<file path="config.mk">
export PLATFORM = sky130hd
export DESIGN_NAME = cacheBusPort
export DESIGN_NICKNAME = d
export VERILOG_FILES = /design/src/cacheGeometryPkg.sv /design/src/cacheCtrlPkg.sv /design/src/cacheBusPort.sv
export VERILOG_INCLUDE_DIRS = /design/src
export SDC_FILE = /design/constraint.sdc
export NUM_CORES = 1
export LEC_CHECK = 0
export ABC_AREA = 1
export BUFFER_PORTS_ARGS = -buffer_cell sky130_fd_sc_hd__clkbuf_2
export CORE_AREA = 10 10 228 230
export CTS_BUF_LIST = sky130_fd_sc_hd__clkbuf_4
export DETAILED_ROUTE_END_ITERATION = 16
export DIE_AREA = 0 0 238 240
export PLACE_DENSITY = 0.4
export SLEW_MARGIN = 5
export SYNTH_ARGS = -nofsm -noshare
export SYNTH_HDL_FRONTEND = slang
export SYNTH_SLANG_ARGS = --single-unit
</file>
<file path="constraint.sdc">
create_clock -name clock -period 1.6 [get_ports clock]
set_input_delay 0.24 -clock clock [delete_from_list [all_inputs] [get_ports clock]]
set_output_delay 0.24 -clock clock [all_outputs]
set_load 0.02 [all_outputs]
</file>
<file path="src/cache_macros.svh">
`ifndef CACHE_MACROS_SVH
`define CACHE_MACROS_SVH

// requester address and data widths
`define ADDR_WIDTH 32
`define DATA_WIDTH 64

// one line holds two bus words
`define LINE_BYTES 16

// sets times ways gives 64 lines
`define SET_COUNT 16
`define WAY_COUNT 4

// fixed burst length on both channels
`define BEATS 2

// victim lfsr start value
// any nonzero value keeps the sequence alive
`define LFSR_SEED 1

`endif

</file>
<file path="src/cacheGeometryPkg.sv">
`include "cache_macros.svh"

package cacheGeometryPkg;

    // address split is tag, set, offset from msb down
    typedef logic [`ADDR_WIDTH-$clog2(`SET_COUNT)-$clog2(`LINE_BYTES)-1:0] tag_t;
    typedef logic [$clog2(`SET_COUNT)-1:0] set_t;
    typedef logic [$clog2(`LINE_BYTES)-1:0] offset_t;

    // one cache line
    // bus side sees two beats, beat 0 is the low half
    // requester side sees sixteen bytes
    typedef union packed {
        logic [`BEATS-1:0][`DATA_WIDTH-1:0] beat;
        logic [`LINE_BYTES-1:0][7:0] bytes;
    } lineWord_t;

    // per-byte write enables, high means write
    typedef logic [`LINE_BYTES-1:0] lineEnable_t;

endpackage

</file>
<file path="src/cacheCtrlPkg.sv">
`include "cache_macros.svh"

package cacheCtrlPkg;

    // idle, lookup, miss, replace, refill
    typedef enum logic [2:0] {
        stateIdle,
        stateLookup,
        stateMiss,
        stateReplace,
        stateRefill
    } cacheState_t;

    typedef logic [$clog2(`WAY_COUNT)-1:0] way_t;

endpackage

</file>
<file path="src/cacheBusPort.sv">
`timescale 1ns/1ps
`include "cache_macros.svh"

module cacheBusPort (
    input  logic                          clock,
    input  logic                          reset,
    input  cacheCtrlPkg::cacheState_t     state,
    input  cacheGeometryPkg::tag_t        addrTag,
    input  cacheGeometryPkg::set_t        addrSet,
    input  cacheGeometryPkg::offset_t     addrOffset,
    input  cacheGeometryPkg::tag_t        victimTag,
    input  logic                          victimDirty,
    input  cacheGeometryPkg::lineWord_t   readLine,
    input  logic                          arReady,
    input  logic                          awReady,
    input  logic                          wReady,
    input  logic [`DATA_WIDTH-1:0]        rData,
    input  logic                          rValid,
    input  logic                          rLast,
    output logic                          arValid,
    output logic [`ADDR_WIDTH-1:0]        arAddr,
    output logic                          awValid,
    output logic [`ADDR_WIDTH-1:0]        awAddr,
    output logic                          wValid,
    output logic [`DATA_WIDTH-1:0]        wData,
    output logic                          wLast,
    output logic                          rReady,
    output cacheGeometryPkg::lineWord_t   refillLine,
    output cacheGeometryPkg::lineEnable_t refillEnable,
    output logic [`DATA_WIDTH-1:0]        respData
);
    import cacheGeometryPkg::*;
    import cacheCtrlPkg::*;

    logic [$clog2(`BEATS)-1:0] beatCount;
    lineWord_t shiftedLine;

    // restarts on each address handshake, steps per data beat
    always_ff @(posedge clock) begin
        if (reset) begin
            beatCount <= '0;
        end else if ((arValid && arReady) || (awValid && awReady)) begin
            beatCount <= '0;
        end else if ((wValid && wReady) || (rValid && rReady)) begin
            beatCount <= beatCount + 1'b1;
        end
    end

    // miss state issues write-back or refill, never both
    assign awValid = state == stateMiss && victimDirty;
    assign arValid = state == stateMiss && !victimDirty;
    assign wValid = state == stateReplace;
    assign rReady = state == stateRefill;

    // line base addresses
    assign awAddr = {victimTag, addrSet, offset_t'(0)};
    assign arAddr = {addrTag, addrSet, offset_t'(0)};

    // victim beats read straight from the array
    assign wData = readLine.beat[beatCount];
    assign wLast = wValid && beatCount == `BEATS-1;

    // same word on both halves, enables pick the half
    always_comb begin
        refillLine.beat = {`BEATS{rData}};
        refillEnable = '0;
        refillEnable[beatCount*(`DATA_WIDTH/8) +: `DATA_WIDTH/8] = '1;
    end

    // response starts at the byte offset
    assign shiftedLine = readLine >> {addrOffset, 3'b000};
    assign respData = shiftedLine.beat[0];

    // memory ends every burst on its second beat
    assert property (@(posedge clock) disable iff (reset)
        rValid && rReady |-> rLast == (beatCount == `BEATS-1));

endmodule

</file>
After elaboration in Yosys (flattened, before gate mapping)
Cells that the tools add are included.
- add/sub/neg operators: 2
- $mul: 0
- divide/modulo/power cells: 0
- magnitude comparators: 1
- eq/ne operators: 3
- shift-type cells: 3
- muxes and demuxes: 2
- bitwise operators: 1
- reductions and logical operators: 11
- operator list (operator ; number):
    64-bit 2-to-1 mux ; 2
    128-bit by 7-bit right shift with 64-bit output ; 1
    4-bit negation with 34-bit output ; 1
    8-bit by 34-bit variable shift with 16-bit output, first input constant ; 1
    8-bit by 34-bit indexed part select with 16-bit output, first input constant ; 1
    16-bit AND ; 1
    1-bit logical AND ; 7
    3-bit by 2-bit equality test with 1-bit output, second input constant ; 2
    3-bit equality test, second input constant ; 1
    1-bit logical OR ; 2
    1-bit by 2-bit less-than comparator with 1-bit output, second input constant ; 1
    2-bit OR reduction ; 1
    1-bit adder, second input constant ; 1
    1-bit zero test ; 1
- bits in registers: 1
- bits in latches: 0
- memory bits (writable): 0
- memory bits (read-only): 0
- word-level logic and storage cells: 24
- memories kept: 0

Depth between registers and ports, before layout
- word-level depth: 5
- mapped depth: 9
- mapped depth without buffers: 7

Worst setup path before layout
OpenSTA, ideal clock, no wires.
- path type: reg2out
- from: register beatCount
- to: output wData[55]
- arrival time: 1.291 ns
- required time: 1.360 ns
- setup slack: 0.069 ns
- stages on the path, launching flop included: 5
- buffers on the path: 1
- cells stage by stage: dfxtp_1 inv_1 clkbuf_1 nand2_1 nand2_1
- cells in the longest elaborated chain, start to end: 2
- RTL lines (item ; line ; source):
    start, declared ; cacheBusPort.sv:35 ; logic [$clog2(`BEATS)-1:0] beatCount;
    start signal, assigned ; cacheBusPort.sv:45 ; beatCount <= beatCount + 1'b1;
    64-bit 2-to-1 mux (not written as such) (2 in series) ; cacheBusPort.sv:60 ; assign wData = readLine.beat[beatCount];
    end, declared ; cacheBusPort.sv:25 ; output logic [`DATA_WIDTH-1:0] wData,
No other way between the ends. The select of a mux whose other input is x is not followed.

Worst setup path in the final report
- from: input addrOffset[0]
- to: output respData[46]
- cells in the longest elaborated chain, start to end: 1
- RTL lines (item ; line ; source):
    start, declared ; cacheBusPort.sv:10 ; input cacheGeometryPkg::offset_t addrOffset,
    128-bit by 7-bit right shift with 64-bit output ; cacheBusPort.sv:71 ; assign shiftedLine = readLine >> {addrOffset, 3'b000};
    end, declared ; cacheBusPort.sv:30 ; output logic [`DATA_WIDTH-1:0] respData
No other way between the ends.

==> impl_metrics.toml <==
[finish]
largest_register = "beatCount"
regArea_um2 = 21.3
top_regs = "beatCount: 1 flops"
nFillCells = 5430
final_core_util_pct = 23.4
fin_nets = 1882
drive_gt1_share_pct = 46.1
multi_input_area_um2 = 6250
area_growth_pct = 57.6
largest_register_ffs = 1

[detailed_routing]
drc_errors = 0
vias_per_cell = 4.61
ant_nets = 0
dr.pass1.iters = 5
wirelength_um = 50500
drtIter0Drc = 838
wl_per_cell_um = 22.6
dr_total_vias = 10300

[timing]
maxSlewViolCount = 0
setup_tns_ns = -1.60
period_share_pct = 105
fin_crit_ns = 1.67
hold_viol_final = 0
setup_violations = 50
fin_skew_ns = 0
setup_slack_ns = -0.0723
timing.fmax_mhz = 598
rsz0062_at_grt = "yes"

[floorplan]
initial_core_util_pct = 14.9
ios = 600
fp.dieH_um = 240
die-area_um2 = 57100
fp-row-count = 80
die_x_um = 238
core_area_um2 = 47300

[critical_path]
critical_path_required_ns = 1.36
rrSetupSlack_ns = 0.53
rr_startpoint = "beatCount$_SDFFE_PP0P_"
cp_data_arrival_time_ns = 1.43
crit_top_cell = "nand2_1"
reg2reg_depth = 6
crit_chain = "buf_16 > clkinv_16 > buf_12 > clkbuf_16 > nand2_2 > nand3_2 > nand3_2 > nand2_1 > nand2_1 > nand2_1 > clkbuf_8"
cp-start-kind = "input port"
critPathMaxStageDelay_ns = 0.18
r2r_end = "beatCount$_SDFFE_PP0P_"
crit_path_top_delay_cell = "clkbuf_16"
crit_start = "addrOffset[0]"
cp-end-kind = "output pin"
cp.buffers_inverters = 5
crit_fanout = 8
crit_family = "buffers and inverters"
worst-setup-path-type = "input port to output pin"
cp_num_cells = 11

[placement]
portBuffers = 290
hpwl_um = 39600
place_congestion = 0.903

[grt]
grt_pass1_vias = 9796
grt_use_total_pct = 16.3
grt_max_degree = 49
grt_first_pass_wirelength_um = 69800
antenna_found_initial = 4
grt_overflow = 0

[logic_synthesis]
yosys_warnings = 0
synth_area_um2 = 7040
synth-edff-count = 0
synth_top_area_cell = "nand2_1"
synth_flop_cell = "dfxtp_1"
synth_common_cells = "nand2_1, nand3_1, buf_4, buf_2, inv_1"
synth_most_common_cell = "nand2_1"
ys_seq_area_share_pct = 0.284
synth_cell_types = 17
synth_top_area_share_pct = 37.7
async_reset_ff_share_pct = 0
synthTopCellsByArea = "nand2_1, nand3_1, buf_4"
ys_seq_elements = 1
synthCells = 1497
avgSynthCellArea_um2 = 4.70

[worst_hold_path]
holdPathStages = 0
hold_start = "addrTag[0]"
min_to = "arAddr[8]"
hold_path.class = "input port to output pin"

[power_and_ir_drop]
vdd_ir_drop_max_mv = 0.114
power_leakage_nw = 5.91
power.total_mw = 4.32
powerDensity_nw_per_um2 = 390

[flow_run]
drv_cap = 0

[clocking]
clk_latency_ns = 0

[outcome]
violations = "negative setup slack"
status = "finished, violations left"
-- how the worst max path moves through the flow --
stage,end
CTS,respData[43]
global placement,respData[37]
global route,respData[9]
finish,respData[46]
floorplan,wData[55]
detailed placement,respData[37]
-- report_power, final --
| part | internal (mW) | switching [mW] | total, mW |
|---|---|---|---|
| clock network | 0.000000123 | 0 | 0.000000123 |
| logic | 1.67 | 2.62 | 4.29 |
| registers | 0.0272 | 0.00499 | 0.0322 |
-- metal layers --
metal | up-vias | global-route usage (%) | wire (µm)
li1 | 4862 | - | -
met5 | - | 0 | 34
met2 | 544 | 23.3 | 20400
met1 | 4810 | 22.7 | 23400
met4 | 6 | 4.37 | 1390
met3 | 105 | 5.37 | 5260
-- area by class of cell --
type,instances,share of cell area (%)
Tap cell,615,6.94
Timing Repair Buffer,420,34.6
Multi-Input combinational cell,1156,56.3
Inverter,44,1.90
Antenna cell,3,0.0677
Sequential cell,1,0.192
-- timing repair --
action,4_1_cts,5_1_grt
pin swaps,21,51
gates cloned,14,4
hold buffers,0,0
setup endpoints to repair,64,64
gates resized for setup,277,274
buffers inserted,5,0
-- logic make-up after synthesis --
group | Yosys count | share of synthesized area (%)
and+or+nand+nor | 1143 | 68.6
buffers and inverters | 347 | 30.7
AOI/OAI and AO/OA | 5 | 0.356
DFF | 1 | 0.285
other | 1 | 0.0533
-- cells in the final DEF (no fill, tap or decap), drive strengths merged --
cell type / synthesis / layout
nand4: 3 / 3
bufbuf: 0 / 2
clkinv: 0 / 1
inv: 44 / 43
diode: 0 / 3
clkbuf: 30 / 262
buf: 273 / 156
nand3b: 1 / 1
nand2: 707 / 707
a21oi: 5 / 5
conb: 1 / 8
nor2: 15 / 15
dfxtp: 1 / 1
nor3: 1 / 1
nand3: 416 / 416
-- per-stage QoR --
stage	cell area [µm²]	std cells	hold slack, ns	setup WS (ns)
6_report	11100	2239	0.480	-0.0723
5_1_grt	11100	2236	0.480	-0.135
4_1_cts	9990	2233	0.480	-0.0653
3_5_place_dp	8450	2214	0.480	-0.234
3_3_place_gp	8450	2214	0.480	-0.229
2_1_floorplan	7060	1504	0.404	0.0692
(Power assumes the default switching activity.)
