$ cat config.mk
export PLATFORM = sky130hd
export DESIGN_NAME = cacheController
export DESIGN_NICKNAME = d
export VERILOG_FILES = /design/src/cacheCtrlPkg.sv /design/src/cacheController.sv
export VERILOG_INCLUDE_DIRS = /design/src
export SDC_FILE = /design/constraint.sdc
export NUM_CORES = 1
export LEC_CHECK = 0
export BUFFER_PORTS_ARGS = -buffer_cell sky130_fd_sc_hd__buf_2
export CORE_MARGIN = 2
export CORE_UTILIZATION = 47
export DETAILED_ROUTE_END_ITERATION = 8
export PLACE_DENSITY = 0.76
export RECOVER_POWER = 25
export SLEW_MARGIN = 20
export SYNTH_ARGS = -nofsm -noshare
export SYNTH_HDL_FRONTEND = slang
export SYNTH_SLANG_ARGS = --single-unit
$ cat constraint.sdc
create_clock -name clock -period 1.3 [get_ports clock]
set_input_delay 0.065 -clock clock [delete_from_list [all_inputs] [get_ports clock]]
set_output_delay 0.065 -clock clock [all_outputs]
set_load 0.02 [all_outputs]
$ cat src/cache_macros.svh
`ifndef CACHE_MACROS_SVH
`define CACHE_MACROS_SVH

// requester address and data widths
`define ADDR_WIDTH 32
`define DATA_WIDTH 64

// one line holds two bus words
`define LINE_BYTES 16

// sets times ways gives 64 lines
`define SET_COUNT 16
`define WAY_COUNT 4

// fixed burst length on both channels
`define BEATS 2

// victim lfsr start value
// any nonzero value keeps the sequence alive
`define LFSR_SEED 1

`endif

$ cat src/cacheCtrlPkg.sv
`include "cache_macros.svh"

package cacheCtrlPkg;

    // idle, lookup, miss, replace, refill
    typedef enum logic [2:0] {
        stateIdle,
        stateLookup,
        stateMiss,
        stateReplace,
        stateRefill
    } cacheState_t;

    typedef logic [$clog2(`WAY_COUNT)-1:0] way_t;

endpackage

$ cat src/cacheController.sv
`timescale 1ns/1ps
`include "cache_macros.svh"

module cacheController (
    input  logic                     clock,
    input  logic                     reset,
    input  logic                     reqValid,
    input  logic                     reqWrite,
    input  logic                     hit,
    input  cacheCtrlPkg::way_t       hitWay,
    input  logic                     victimDirty,
    input  logic                     arReady,
    input  logic                     awReady,
    input  logic                     rValid,
    input  logic                     rLast,
    input  logic                     wReady,
    input  logic                     wLast,
    output cacheCtrlPkg::cacheState_t state,
    output cacheCtrlPkg::way_t       chosenWay,
    output cacheCtrlPkg::way_t       accessWay,
    output logic                     arrayWrite,
    output logic                     refillSelect,
    output logic                     tagInstall,
    output logic                     validSet,
    output logic                     dirtySet,
    output logic                     dirtyClear,
    output logic                     respDone
);
    import cacheCtrlPkg::*;

    cacheState_t nextState;
    logic [15:0] lfsr;
    logic hitWrite;
    logic refillBeat;

    always_ff @(posedge clock) begin
        if (reset) begin
            state <= stateIdle;
        end else begin
            state <= nextState;
        end
    end

    // free-running, taps 0 2 3 5
    always_ff @(posedge clock) begin
        if (reset) begin
            lfsr <= 16'(`LFSR_SEED);
        end else begin
            lfsr <= {lfsr[0] ^ lfsr[2] ^ lfsr[3] ^ lfsr[5], lfsr[15:1]};
        end
    end

    // victim picked once per miss, held through write-back and refill
    always_ff @(posedge clock) begin
        if (reset) begin
            chosenWay <= '0;
        end else if (state == stateLookup && !hit) begin
            chosenWay <= lfsr[$bits(way_t)-1:0];
        end
    end

    always_comb begin
        nextState = state;
        case (state)
            stateIdle: begin
                if (reqValid) nextState = stateLookup;
            end
            stateLookup: begin
                nextState = hit ? stateIdle : stateMiss;
            end
            // dirty victim goes out first, then the refill read
            stateMiss: begin
                if (victimDirty && awReady) begin
                    nextState = stateReplace;
                end else if (!victimDirty && arReady) begin
                    nextState = stateRefill;
                end
            end
            stateReplace: begin
                if (wReady && wLast) nextState = stateMiss;
            end
            // back to lookup, which then hits
            stateRefill: begin
                if (rValid && rLast) nextState = stateLookup;
            end
            default: nextState = stateIdle;
        endcase
    end

    assign hitWrite = state == stateLookup && hit && reqWrite;
    assign refillBeat = state == stateRefill && rValid;

    // hit way during lookup, victim way otherwise
    assign accessWay = (state == stateLookup) ? hitWay : chosenWay;
    assign arrayWrite = hitWrite || refillBeat;
    assign refillSelect = state == stateRefill;

    // status updates
    assign tagInstall = refillBeat && rLast;
    assign validSet = refillBeat && rLast;
    assign dirtySet = hitWrite;
    assign dirtyClear = state == stateReplace && wReady && wLast;

    assign respDone = state == stateLookup && hit;

    // the lookup after a refill finds the freshly installed line
    assert property (@(posedge clock) disable iff (reset)
        (state == stateLookup && $past(state) == stateRefill) |-> respDone);

endmodule

# Word-level counts from Yosys, hierarchy flattened
# Index checks and enable logic that the tools add are counted.
totals:
  reg_bits: 21
  output_inout_bits: 14
  elab_cells: 38
  inputBits: 14
op_classes:
  n_mux: 8
  reduce_logical: 16
  n_eq_ne: 8
  bitwise: 3
ops:
  columns: ["operator", "count"]
  rows:
  - ["$mux W3", 5]
  - ["$pmux W3 S5", 1]
  - ["$logic_and A1 B1 Y1", 11]
  - ["$eq A3 B2 Y1 const B", 2]
  - ["$mux W2", 2]
  - ["$ne A2 B2 Y1 const B", 2]
  - ["$reduce_and A4 Y1", 1]
  - ["$eq A3 B1 Y1 const B", 1]
  - ["$eq A3 B3 Y1 const B", 1]
  - ["$logic_not A3 Y1", 1]
  - ["$ne A3 B3 Y1 const B", 1]
  - ["$xor A1 B1 Y1", 3]
  - ["$logic_not A1 Y1", 2]
  - ["$ne A2 B1 Y1 const B", 1]
  - ["$logic_or A1 B1 Y1", 1]

# Depth between registers and ports, before layout
depth:
  depth_word: 5
  depth_mapped: 4

# Worst setup path before layout
# OpenSTA, ideal clock, no wires.
synth_timing:
  kind: "reg2out"
  start: "register state[1]"
  end: "output port validSet"
  n_path_buf: 1
  stages_incl_launch_ff: 5
  required_time_ns: 1.235
  arrival_time_ns: 1.405
  slack_ns: -0.170
  cell_sequence: "dfxtp_1 -> nor2_1 -> and2_1 -> and3_1 -> buf_4"
synth_via:
  elab_chain_cells: 3
synth_rtl:
  columns: ["element", "line_no", "source"]
  rows:
  - ["from (decl)", "cacheController.sv:18", "output cacheCtrlPkg::cacheState_t state,"]
  - ["from (signal assigned)", "cacheController.sv:38", "state <= stateIdle;"]
  - ["from (signal assigned)", "cacheController.sv:40", "state <= nextState;"]
  - ["$eq A3 B3 Y1", null, null]
  - ["net refillSelect", "cacheController.sv:22", "output logic refillSelect,"]
  - ["$logic_and A1 B1 Y1", "cacheController.sv:91", "assign refillBeat = state == stateRefill && rValid;"]
  - ["$logic_and A1 B1 Y1", "cacheController.sv:100", "assign validSet = refillBeat && rLast;"]
  - ["to (decl)", "cacheController.sv:24", "output logic validSet,"]
# The timed path passes the listed nets, and every way through them passes these cells.

# Final worst setup path
layout_timing:
  start: "register state[2]"
  end: "output port accessWay[0]"
layout_via:
  elab_chain_cells: 2
layout_rtl:
  columns: ["element", "line_no", "source"]
  rows:
  - ["$eq A3 B1 Y1", "cacheController.sv:94", "assign accessWay = (state == stateLookup) ? hitWay : chosenWay;"]
  - ["$mux W2", "cacheController.sv:94", null]
  - ["to (decl)", "cacheController.sv:20", "output cacheCtrlPkg::way_t accessWay,"]
# No other way between the ends.

==> results.sh <==
export IMPL_grt_usage_pct=17.3
export IMPL_peakVddDrop_mv=0.739
export IMPL_fmaxAchievable_mhz=693
export IMPL_pwr_share_seq_pct=58.2
export IMPL_holdWs_ns=0.142
export IMPL_postPlaceCellArea_um2=978
export IMPL_cts_tree="yes"
export IMPL_initial_utilization_pct=48.8
export IMPL_seq_area_frac_synth_pct=51.5
export IMPL_drtPass1Iterations=4
export IMPL_power_switching_mw=0.295
export IMPL_wirelength_um=1540
export IMPL_io_buffers=27
export IMPL_cts_sinks=21
export IMPL_hold_buffers=0
export IMPL_critPathKind="register to output pin"
export IMPL_grt_ovfl_total=0
export IMPL_synth_top_cell_by_area="dfxtp_1"
export IMPL_post_route_min_period_ns=1.44
export IMPL_relSlewSlack_pct=77.2
export IMPL_clock_tree_root_cell="clkbuf_4"
export IMPL_yosys_top_cells_area="dfxtp_1 52%, nor2b_1 12%, mux2_4 3.7%, xnor2_1 3.2%, nor4b_4 2.9%"
export IMPL_drt_initial_drc_count=4
export IMPL_antenna_found_initial=0
export IMPL_yosysWarnings=0
export IMPL_rsz0062_at_grt="yes"
export IMPL_start_kind="register"
export IMPL_io_pins=28
export IMPL_post_drt_wl_per_cell_um=11.9
export IMPL_syn_num_nets=94
export IMPL_slew_violations=0
export IMPL_vias_per_cell=5.00
export IMPL_finClkSkew_ns=0.0138
export IMPL_die_w_um=45.7
export IMPL_drc_errors=0
export IMPL_swShare_pct=25.3
export IMPL_final_area_um2=1090
export IMPL_grt_first_pass_wirelength_um=2510
export IMPL_dp_slack_ns=0.0949
export IMPL_yosysUniqueCellTypes=26
export IMPL_clk_latency_ns=0.30
export IMPL_total_power_mw=1.16
export IMPL_hold_violations=0
export IMPL_required_ns=1.24
export IMPL_place_congestion=0.771
export IMPL_tns_ns=-0.678
export IMPL_cts_max_level=1
export IMPL_vias=645
export IMPL_internal_power_mw=0.870
export IMPL_p_per_area_nw_per_um2=1060
export IMPL_tightestPinTransition_ns=0.342
export IMPL_nNetsFinal=127
export IMPL_period_share_pct=111
export IMPL_finalWorstSetupSlack_ns=-0.143
export IMPL_syn2layout_area_growth_pct=34.2
export IMPL_dp_hpwl_um=1110
export IMPL_synth_seq_cells=21
export IMPL_p_leak_nw=0.480
export IMPL_hold_path_class="input pin to register"
export IMPL_synth_area_um2=816
export IMPL_grt_max_degree=21
export IMPL_violations="negative setup slack"
export IMPL_crit_path_max_fanout=3
export IMPL_clkSlewWorstSetupHoldPaths_ns=0.11
export IMPL_synth_avg_cell_area_um2=10.2
export IMPL_rows=15
export IMPL_synth_cells=80
export IMPL_clkPwrFrac_pct=25.3
export IMPL_drive_above_1_share_pct=42.0
export IMPL_worstPathArrival_ns=1.38
export IMPL_pwr_share_comb_pct=16.5
export IMPL_first_global_vias=606
export IMPL_die_area_um2=2080
export IMPL_utilization_pct=65.5
export IMPL_filler_cell_count=144
export IMPL_core_area_um2=1670
export IMPL_antenna_cells=0
export IMPL_finalSetupViolations=6
export IMPL_layoutNonFillerInstCount=129
export IMPL_clockBufferDepth=2
export IMPL_numCtsBuffers=3
export IMPL_endpoint_kind="output pin"
export IMPL_dp_cells=123
export IMPL_die_h_um=45.7
export IMPL_detail_route_antenna_nets=0
export IMPL_status="finished, violations left"
export IMPL_synth_top_area_share_pct=51.5
export IMPL_cap_viol_max_count=0
## cells in the mapped netlist, drive strengths merged
library cell and count:
a21boi 1, a21o 1, a21oi 1, a22oi 1, a31oi 2, and2 2, and3 2, buf 1
clkbuf 2, dfxtp 21, inv 1, mux2 2, mux2i 2, nand2 2, nand2b 3, nand3 2
nor2 7, nor2b 16, nor3 3, nor3b 1, nor4b 1, o22a 1, o31a 1, or2 1
xnor2 3
## cell type report
type	count	area (um^2)	share of cell area, %
clock inverter	1	5.00	0.457
timing repair buffer	31	215	19.7
multi-input combinational	55	398	36.3
inverter	1	3.75	0.343
sequential	21	429	39.2
tap	17	21.3	1.94
clock buffer	3	22.5	2.06
## per-layer routing
| metal | global-route usage [%] | share of wire (%) | vias to the layer above |
|---|---|---|---|
| met1 | 18.8 | 43 | 292 |
| met4 | 8.82 | 0.78 | 0 |
| met5 | 0 | 0 | - |
| li1 | - | - | 331 |
| met3 | 4.76 | 5.2 | 2 |
| met2 | 30.1 | 50 | 20 |
## critical path, cell delays in order, from the launching register on
cell	delay, ns
dfxtp_4	0.36
nand2b_4	0.15
nor2_4	0.12
mux2_4	0.32
buf_6	0.13
## logic make-up (layout without fill, tap and decap cells)
group / Yosys count / count (layout) / synth area share [%]
AO/OA/AOI/OAI: 8 / 8 / 7.06
multiplexers: 4 / 4 / 6.14
buffers and inverters: 4 / 36 / 2.30
XOR/XNOR: 3 / 3 / 3.22
flip-flops: 21 / 21 / 51.5
AND/OR/NAND/NOR: 40 / 40 / 29.8
## timing repair
action                                 in CTS  in global routing
gates resized for setup                    15                  7
endpoints found under the hold margin       0                  0
setup endpoints to repair                   7                 10
buffers inserted                            2                  0
pin swaps                                   2                  4
## state kept, by name, indices dropped and copies added (netlist names)
name and cells:
lfsr 16, state 3, chosenWay 2
## power by group through the flow
stage	clock (mW)	combinational, mW	sequential, mW
2_1_floorplan	0	0.0978	0.697
3_3_place_gp	0	0.162	0.691
5_1_grt	0.331	0.209	0.681
3_5_place_dp	0	0.166	0.692
4_1_cts	0.307	0.184	0.678
6_report	0.294	0.193	0.678
## placed cells by master (no fill, tap or decap), types with 2 or more instances in the layout
master    netlist  layout
nand3_1         2       2
nor2_1          6       6
a31oi_1         2       2
nor3_1          3       3
buf_6           0       8
xnor2_1         3       3
nand2_1         2       2
nor2b_1        16      16
mux2_4          2       2
nand2b_1        3       2
dfxtp_1        21      18
dfxtp_4         0       2
mux2i_1         2       2
clkbuf_4        0       3
buf_4           1       4
buf_2           0      19
## worst paths after layout
check / startpoint / endpoint / slack, ns / cells past startpoint
setup / recovery: state[2] / accessWay[0] / -0.14 / 4
hold / removal: reset / lfsr[4] / 0.14 / 2
setup reg to reg: state[2] / state[0] / 0.07 / 5
hold reg to reg: lfsr[7] / lfsr[6] / 0.44 / 1
Note: power is estimated with default switching activity, not from simulation.
