`src/cache_macros.svh`:
```
`ifndef CACHE_MACROS_SVH
`define CACHE_MACROS_SVH

// requester address and data widths
`define ADDR_WIDTH 32
`define DATA_WIDTH 64

// one line holds two bus words
`define LINE_BYTES 16

// sets times ways gives 64 lines
`define SET_COUNT 16
`define WAY_COUNT 4

// fixed burst length on both channels
`define BEATS 2

// victim lfsr start value
// any nonzero value keeps the sequence alive
`define LFSR_SEED 1

`endif

```
`src/cacheGeometryPkg.sv`:
```
`include "cache_macros.svh"

package cacheGeometryPkg;

    // address split is tag, set, offset from msb down
    typedef logic [`ADDR_WIDTH-$clog2(`SET_COUNT)-$clog2(`LINE_BYTES)-1:0] tag_t;
    typedef logic [$clog2(`SET_COUNT)-1:0] set_t;
    typedef logic [$clog2(`LINE_BYTES)-1:0] offset_t;

    // one cache line
    // bus side sees two beats, beat 0 is the low half
    // requester side sees sixteen bytes
    typedef union packed {
        logic [`BEATS-1:0][`DATA_WIDTH-1:0] beat;
        logic [`LINE_BYTES-1:0][7:0] bytes;
    } lineWord_t;

    // per-byte write enables, high means write
    typedef logic [`LINE_BYTES-1:0] lineEnable_t;

endpackage

```
`src/cacheCtrlPkg.sv`:
```
`include "cache_macros.svh"

package cacheCtrlPkg;

    // idle, lookup, miss, replace, refill
    typedef enum logic [2:0] {
        stateIdle,
        stateLookup,
        stateMiss,
        stateReplace,
        stateRefill
    } cacheState_t;

    typedef logic [$clog2(`WAY_COUNT)-1:0] way_t;

endpackage

```
`src/cacheTagStore.sv`:
```
`timescale 1ns/1ps
`include "cache_macros.svh"

module cacheTagStore (
    input  logic                   clock,
    input  logic                   reset,
    input  cacheGeometryPkg::tag_t addrTag,
    input  cacheGeometryPkg::set_t addrSet,
    input  cacheCtrlPkg::way_t     chosenWay,
    input  logic                   tagInstall,
    input  logic                   validSet,
    input  logic                   dirtySet,
    input  logic                   dirtyClear,
    input  cacheCtrlPkg::way_t     dirtyWay,
    output logic                   hit,
    output cacheCtrlPkg::way_t     hitWay,
    output logic                   victimDirty,
    output cacheGeometryPkg::tag_t victimTag
);
    import cacheGeometryPkg::*;
    import cacheCtrlPkg::*;

    tag_t tagMem [`SET_COUNT][`WAY_COUNT];
    logic [`WAY_COUNT-1:0] validMem [`SET_COUNT];
    logic [`WAY_COUNT-1:0] dirtyMem [`SET_COUNT];
    // per-way compare result for the indexed set
    logic [`WAY_COUNT-1:0] wayMatch;

    // tag goes in on the last refill beat
    always_ff @(posedge clock) begin
        if (tagInstall) begin
            tagMem[addrSet][chosenWay] <= addrTag;
        end
    end

    always_ff @(posedge clock) begin
        if (reset) begin
            for (int s = 0; s < `SET_COUNT; s++) begin
                validMem[s] <= '0;
                dirtyMem[s] <= '0;
            end
        end else begin
            if (validSet) begin
                validMem[addrSet][chosenWay] <= 1'b1;
            end
            // write hit marks dirty, finished write-back clears it
            if (dirtySet) begin
                dirtyMem[addrSet][dirtyWay] <= 1'b1;
            end else if (dirtyClear) begin
                dirtyMem[addrSet][dirtyWay] <= 1'b0;
            end
        end
    end

    // all four ways compared in parallel
    always_comb begin
        hitWay = '0;
        for (int w = 0; w < `WAY_COUNT; w++) begin
            wayMatch[w] = validMem[addrSet][w] && (tagMem[addrSet][w] == addrTag);
            if (wayMatch[w]) begin
                hitWay = way_t'(w);
            end
        end
    end

    assign hit = |wayMatch;

    // victim needs write-back only if it holds live modified data
    assign victimDirty = validMem[addrSet][chosenWay] && dirtyMem[addrSet][chosenWay];
    assign victimTag = tagMem[addrSet][chosenWay];

    // refill never installs a tag already present in the set
    assert property (@(posedge clock) disable iff (reset) $onehot0(wayMatch));

endmodule

```
`config.mk`:
```
export PLATFORM = sky130hd
export DESIGN_NAME = cacheTagStore
export DESIGN_NICKNAME = d
export VERILOG_FILES = /design/src/cacheGeometryPkg.sv /design/src/cacheCtrlPkg.sv /design/src/cacheTagStore.sv
export VERILOG_INCLUDE_DIRS = /design/src
export SDC_FILE = /design/constraint.sdc
export NUM_CORES = 2
export LEC_CHECK = 0
export BUFFER_PORTS_ARGS = -buffer_cell sky130_fd_sc_hd__buf_2
export CORE_MARGIN = 2
export CORE_UTILIZATION = 35
export CTS_BUF_LIST = sky130_fd_sc_hd__clkbuf_8
export CTS_CLUSTER_SIZE = 40
export DETAILED_ROUTE_END_ITERATION = 16
export PLACE_DENSITY = 0.52
export SYNTH_ARGS = -nofsm -noshare
export SYNTH_HDL_FRONTEND = slang
export SYNTH_SLANG_ARGS = --single-unit
```
`constraint.sdc`:
```
create_clock -name clock -period 4 [get_ports clock]
set_clock_uncertainty 0.1 [all_clocks]
set_input_delay 0.6 -clock clock [delete_from_list [all_inputs] [get_ports clock]]
set_output_delay 0.6 -clock clock [all_outputs]
set_load 0.005 [all_outputs]
```
# After elaboration in Yosys (flattened, before gate mapping)
# Memories as Yosys holds them, arrays and structs flattened.
# Cells that the tools add are included.
# classes
n_addsub	0
n_mux	40
bitwise	5
n_eq_ne	4
div_mod_pow	0
shift	0
n_lt_le_gt_ge	6
multipliers	0
n_reduce_logical	11
# ops
op	count
$eq A24 B24 Y1	4
$mux W96	1
$mux W24	3
$bmux W24 S2	1
$demux W24 S2	1
$mux W4	9
$mux W1	19
$reduce_or A4 Y1	3
$logic_and A1 B1 Y1	8
$lt A2 B3 Y1 const B	2
$bmux W1 S2	2
$demux W1 S2	2
$ge A2 B1 Y1 const B	2
$mux W2	2
$or A1 B1 Y1	4
$ge A3 B3 Y1 const B	1
$lt A3 B1 Y1 const B	1
$not A2 Y3	1
# totals
latch_bits	0
in_bits	38
romBits	0
ram_bits	1664
reg_bits	0
output_inout_bits	28
word_cells	69
memories	3
# mem_list
memory	depth	word_bits	read_ports	rd_ports_with_merged_regs	write_ports	line_no	text
tagMem	16	96	1	0	1	cacheTagStore.sv:23	tag_t tagMem [`SET_COUNT][`WAY_COUNT];
dirtyMem	16	4	1	0	16	cacheTagStore.sv:25	logic [`WAY_COUNT-1:0] dirtyMem [`SET_COUNT];
validMem	16	4	1	0	16	cacheTagStore.sv:24	logic [`WAY_COUNT-1:0] validMem [`SET_COUNT];

# Depth between registers and ports, before layout
# depth
word_depth	8
ltp_mapped	14
depth_no_buf	8

# Least setup slack after synthesis
# OpenSTA, ideal clock, no wires.
# synth_path
kind	input to register
startpoint	input port addrSet[3]
endpoint	memory tagMem[11][0] (netlist name), enable pin
t_arrival_ps	3558
setup_time_ps	405
required_time_ps	3495
path_slack_ps	-63
cell_stages	11
n_path_buf	9
path_cell_list	buf_2 -> buf_6 -> buf_4 -> buf_2 -> buf_2 -> buf_4 -> buf_2 -> buf_2 -> nand3_1 -> clkbuf_1 -> nor2_1
# synth_rtl
item	line_no	text
start, declared	cacheTagStore.sv:8	input cacheGeometryPkg::set_t addrSet,
end, declared	cacheTagStore.sv:23	
# Straight into the memory's write port.

# Worst setup path in the final report
# layout_path
startpoint	memory tagMem[14][50] (netlist name)
endpoint	output port hitWay[0]
# layout_between
elab_chain_len	6
# layout_rtl
item	line_no	text
$mem_v2 Z16 W96	-	
$eq A24 B24 Y1	cacheTagStore.sv:59	wayMatch[w] = validMem[addrSet][w] && (tagMem[addrSet][w] == addrTag);
$logic_and A1 B1 Y1	cacheTagStore.sv:59	
$mux W1	cacheTagStore.sv:60	if (wayMatch[w]) begin
$mux W2 (2 in series)	cacheTagStore.sv:60	
end, declared	cacheTagStore.sv:16	output cacheCtrlPkg::way_t hitWay,
# No other way between the ends.

==> results.py <==
metrics = {
    "outcome": {
        "status": "complete, but fails checks",
        "violations": "setup timing",
    },
    "drt": {
        "wl_per_cell_um": 31.7,
        "detail_route.first_pass.iterations": 8,
        "first_iter_violations": 4965,
        "routed-via-count": 41400,
        "remaining_drc_errors": 0,
        "viasPerCell": 5.52,
        "drtAntennaViolNets": 0,
        "totalWireLength_mm": 238,
    },
    "timing": {
        "rsz0062_at_grt": "true",
        "slew_headroom_pct": 32.2,
        "setup_tns_ps": -3460,
        "fin_crit_sh_pct": 120,
        "tightest_slew_ps": 1010,
        "fmax_mhz": 208,
        "fin_ws_ps": -810,
        "finalSetupViolations": 10,
        "slew_violations": 0,
        "hold_viol_final": 0,
        "period_needed_ps": 4810,
    },
    "placement": {
        "place_ws_ps": -1010,
        "portBuffers": 65,
        "hpwl_mm": 155,
        "place.gp.congestion": 0.964,
        "place_inst": 6946,
    },
    "worst_hold_path": {
        "min_to": "tagMem[1][89]$_DFFE_PP_",
        "hp-class": "input pin to flop",
        "min_from": "addrTag[17]",
        "whs_path_depth": 2,
    },
    "floorplan": {
        "fp.dieW_um": 448,
        "start_util_pct": 35.1,
        "die-area_mm2": 0.201,
        "die_y_um": 448,
        "pin_count": 66,
        "coreArea_mm2": 0.197,
        "std_cell_rows": 163,
    },
    "global_route": {
        "met1_usage_pct": 32.4,
        "grt_use_total_pct": 23.4,
        "grt_first_pass_wirelength_mm": 326,
        "top_usage_layer": "met2",
        "grt_antenna_before_repair": 9,
        "grt_pass1_vias": 40900,
        "grt_overflow": 0,
        "use_met2_pct": 36.6,
        "grt_start_max_net_pins": 67,
        "use_met3_pct": 4.14,
    },
    "critical_path": {
        "reg2reg_depth": 2,
        "end_kind": "output pin",
        "crit_fanout": 2,
        "critPathMostFrequentCell": "mux4_2",
        "cp-startpoint": "tagMem[14][50]$_DFFE_PP_",
        "max_stage_delay_ps": 560,
        "worst-path-buf-inv": 2,
        "r2r_slack_ps": 3270,
        "cpLargestDelayFamily": "multiplexers",
        "critical-path-slowest-cell": "a2111o_2",
        "start_kind": "flop",
        "worstSetupPathType": "flop to output pin",
        "critical_path_arrival_ps": 4110,
        "worstReg2RegEnd": "validMem[14][3]$_DFF_P_",
        "r2r_start": "validMem[14][3]$_DFF_P_",
        "critical_path_required_ps": 3300,
        "worstPathCellList": "mux4_2, mux4_2, xor2_1, nor4_2, buf_4, nand4_1, a2111o_2, o21ai_4, buf_2",
    },
    "logic_synthesis": {
        "synth_top_cell_area_share_pct": 69.5,
        "synth_top_area_cell": "edfxtp_1",
        "synth_area_leaders": "edfxtp_1 (70%), mux4_2 (12%), mux2i_1 (4.1%)",
        "syn_area_mm2": 0.0691,
        "syn_inst": 3755,
        "synth_edf_count": 1600,
        "ys_types": 72,
        "synthArstFlopShare_pct": 0,
        "synth_ff_type": "edfxtp_1",
        "ys_seq_area_share_pct": 71.4,
        "syn_avg_cell_area_um2": 18.4,
        "yosys_warnings": 0,
        "syn_nets": 3793,
        "ys_ff_latch": 1664,
    },
    "cts": {
        "cts_tree": "done",
        "cts_buffer_depth": 4,
        "root_buffer": "clkbuf_8",
        "cts-htree-levels": 5,
        "path_clk_slew_ps": 60,
        "numCtsBuffers": 299,
        "insertion_delay_ps": 1040,
        "cts.sinks": 1664,
    },
    "final_layout": {
        "nNetsFinal": 4697,
        "syn_to_final_growth_pct": 22.8,
        "fin_util_pct": 43.1,
        "drive_gt1_share_pct": 36.0,
        "nFillCells": 17500,
        "stdcell_count": 7500,
    },
    "power_and_ir_drop": {
        "power_density_mw_per_mm2": 441,
        "p_leak_nw": 29.1,
        "irDropWorstVdd_mv": 0.388,
    },
    "flow_run": {
        "cap_violations": 0,
    },
}
[cells by family (layout without fill, tap and decap cells)]
group | Yosys count | in the layout | synth area share [%]
compound gates | 501 | 501 | 5.06
buf+inv | 343 | 1444 | 2.55
flops | 1664 | 1664 | 71.4
xor+xnor | 95 | 95 | 1.20
other cells | 0 | 4 | 0
mux | 697 | 697 | 17.0
simple gates | 455 | 455 | 2.84
[synth_stat cells, types with 5 or more instances]
cell type,number
buf_1,25
o2111ai_1,8
xnor2_1,77
a21oi_1,48
a22o_1,8
nand2b_1,12
buf_2,64
buf_4,27
nand3_1,20
o211ai_1,8
nor2_1,220
o221ai_1,6
o21bai_1,16
mux2_2,36
xor2_1,18
mux2i_1,286
nand2_1,128
a221oi_1,24
edfxtp_1,1600
inv_1,75
a22oi_1,95
nor4_1,7
a21o_1,51
o22ai_1,84
dfxtp_1,64
clkinv_1,7
a31oi_1,9
buf_6,35
and2_1,7
o21ai_0,68
clkbuf_1,106
mux4_2,375
and3_1,5
nand4_1,6
nor2b_1,11
a211oi_1,25
nor3_1,16
[cells in the final DEF (no fill, tap or decap), drive strengths merged, types with 9 or more instances in the layout]
cell            n
xnor2          77
a22oi          95
dfxtp          64
o21bai         16
clkinv         83
buf           840
a31oi           9
nor3           16
o21ai          69
o22ai          84
nand2b         12
clkbuf        309
nand3          20
nor2b          11
mux2i         286
nor2          220
nand2         128
dlygate4sd3    19
xor2           18
a21o           51
mux4          375
edfxtp       1600
a221oi         26
a211oi         25
mux2           36
inv           180
a21oi          48
[sequential cells by signal, summed over array words and instances (netlist names)]
signal    cells
dirtyMem     64
tagMem     1536
validMem     64
[metal layers]
metal | part of all wire [%] | vias to the layer above
met5 | 0.016 | -
met4 | 4.3 | 6
met3 | 7.2 | 409
met2 | 46 | 1901
met1 | 42 | 22000
li1 | - | 17100
[worst reg2reg max path, stage by stage (launching register included)]
cell     delay [ps]
dfxtp_1         340
inv_1            40
o22ai_1         150
[repair_timing]
action                                  CTS  global route
buffers inserted                         26            22
pin swaps                                17            11
hold buffers                             21             0
cloned                                    4             0
resized for setup                       128            47
endpoints found under the setup margin   27            22
endpoints found under the hold margin   196             0
[through the flow]
step / cell area (um^2) / hold WS (ps) / total power, W
after floorplan: 69100 / 337 / 0.0212
after global placement: 78400 / 344 / 0.0232
after detailed placement: 78400 / 350 / 0.0232
after CTS: 84600 / 1.98 / 0.0377
after global routing: 84800 / 19.8 / 0.0386
final: 84800 / 84.5 / 0.0374
[worst max path at each step]
stage / endpoint / cells past startpoint
final: hitWay[0] / 9
after floorplan: tagMem[11][0]$_DFFE_PP_ / 11
after detailed placement: hitWay[0] / 15
after CTS: hitWay[0] / 9
after global placement: hitWay[0] / 15
after global routing: hitWay[0] / 9
[final cells by class]
type	count	area [um^2]	share of cell area, %
antenna	4	10.0	0.0118
clock buffer	309	4250	5.01
sequential	1664	49300	58.1
clock inverter	189	917	1.08
tap	2640	3300	3.89
multi-input combinational	1748	18800	22.2
inverter	84	318	0.375
timing repair buffer	862	7910	9.32
[power breakdown]
| group | internal, W | switching [W] | total [W] |
|---|---|---|---|
| logic | 0.00156 | 0.00222 | 0.00378 |
| clock network | 0.00744 | 0.00694 | 0.0144 |
| registers | 0.0192 | 0.0000363 | 0.0193 |
| total | 0.0282 | 0.00919 | 0.0374 |
(Power assumes the default switching activity.)
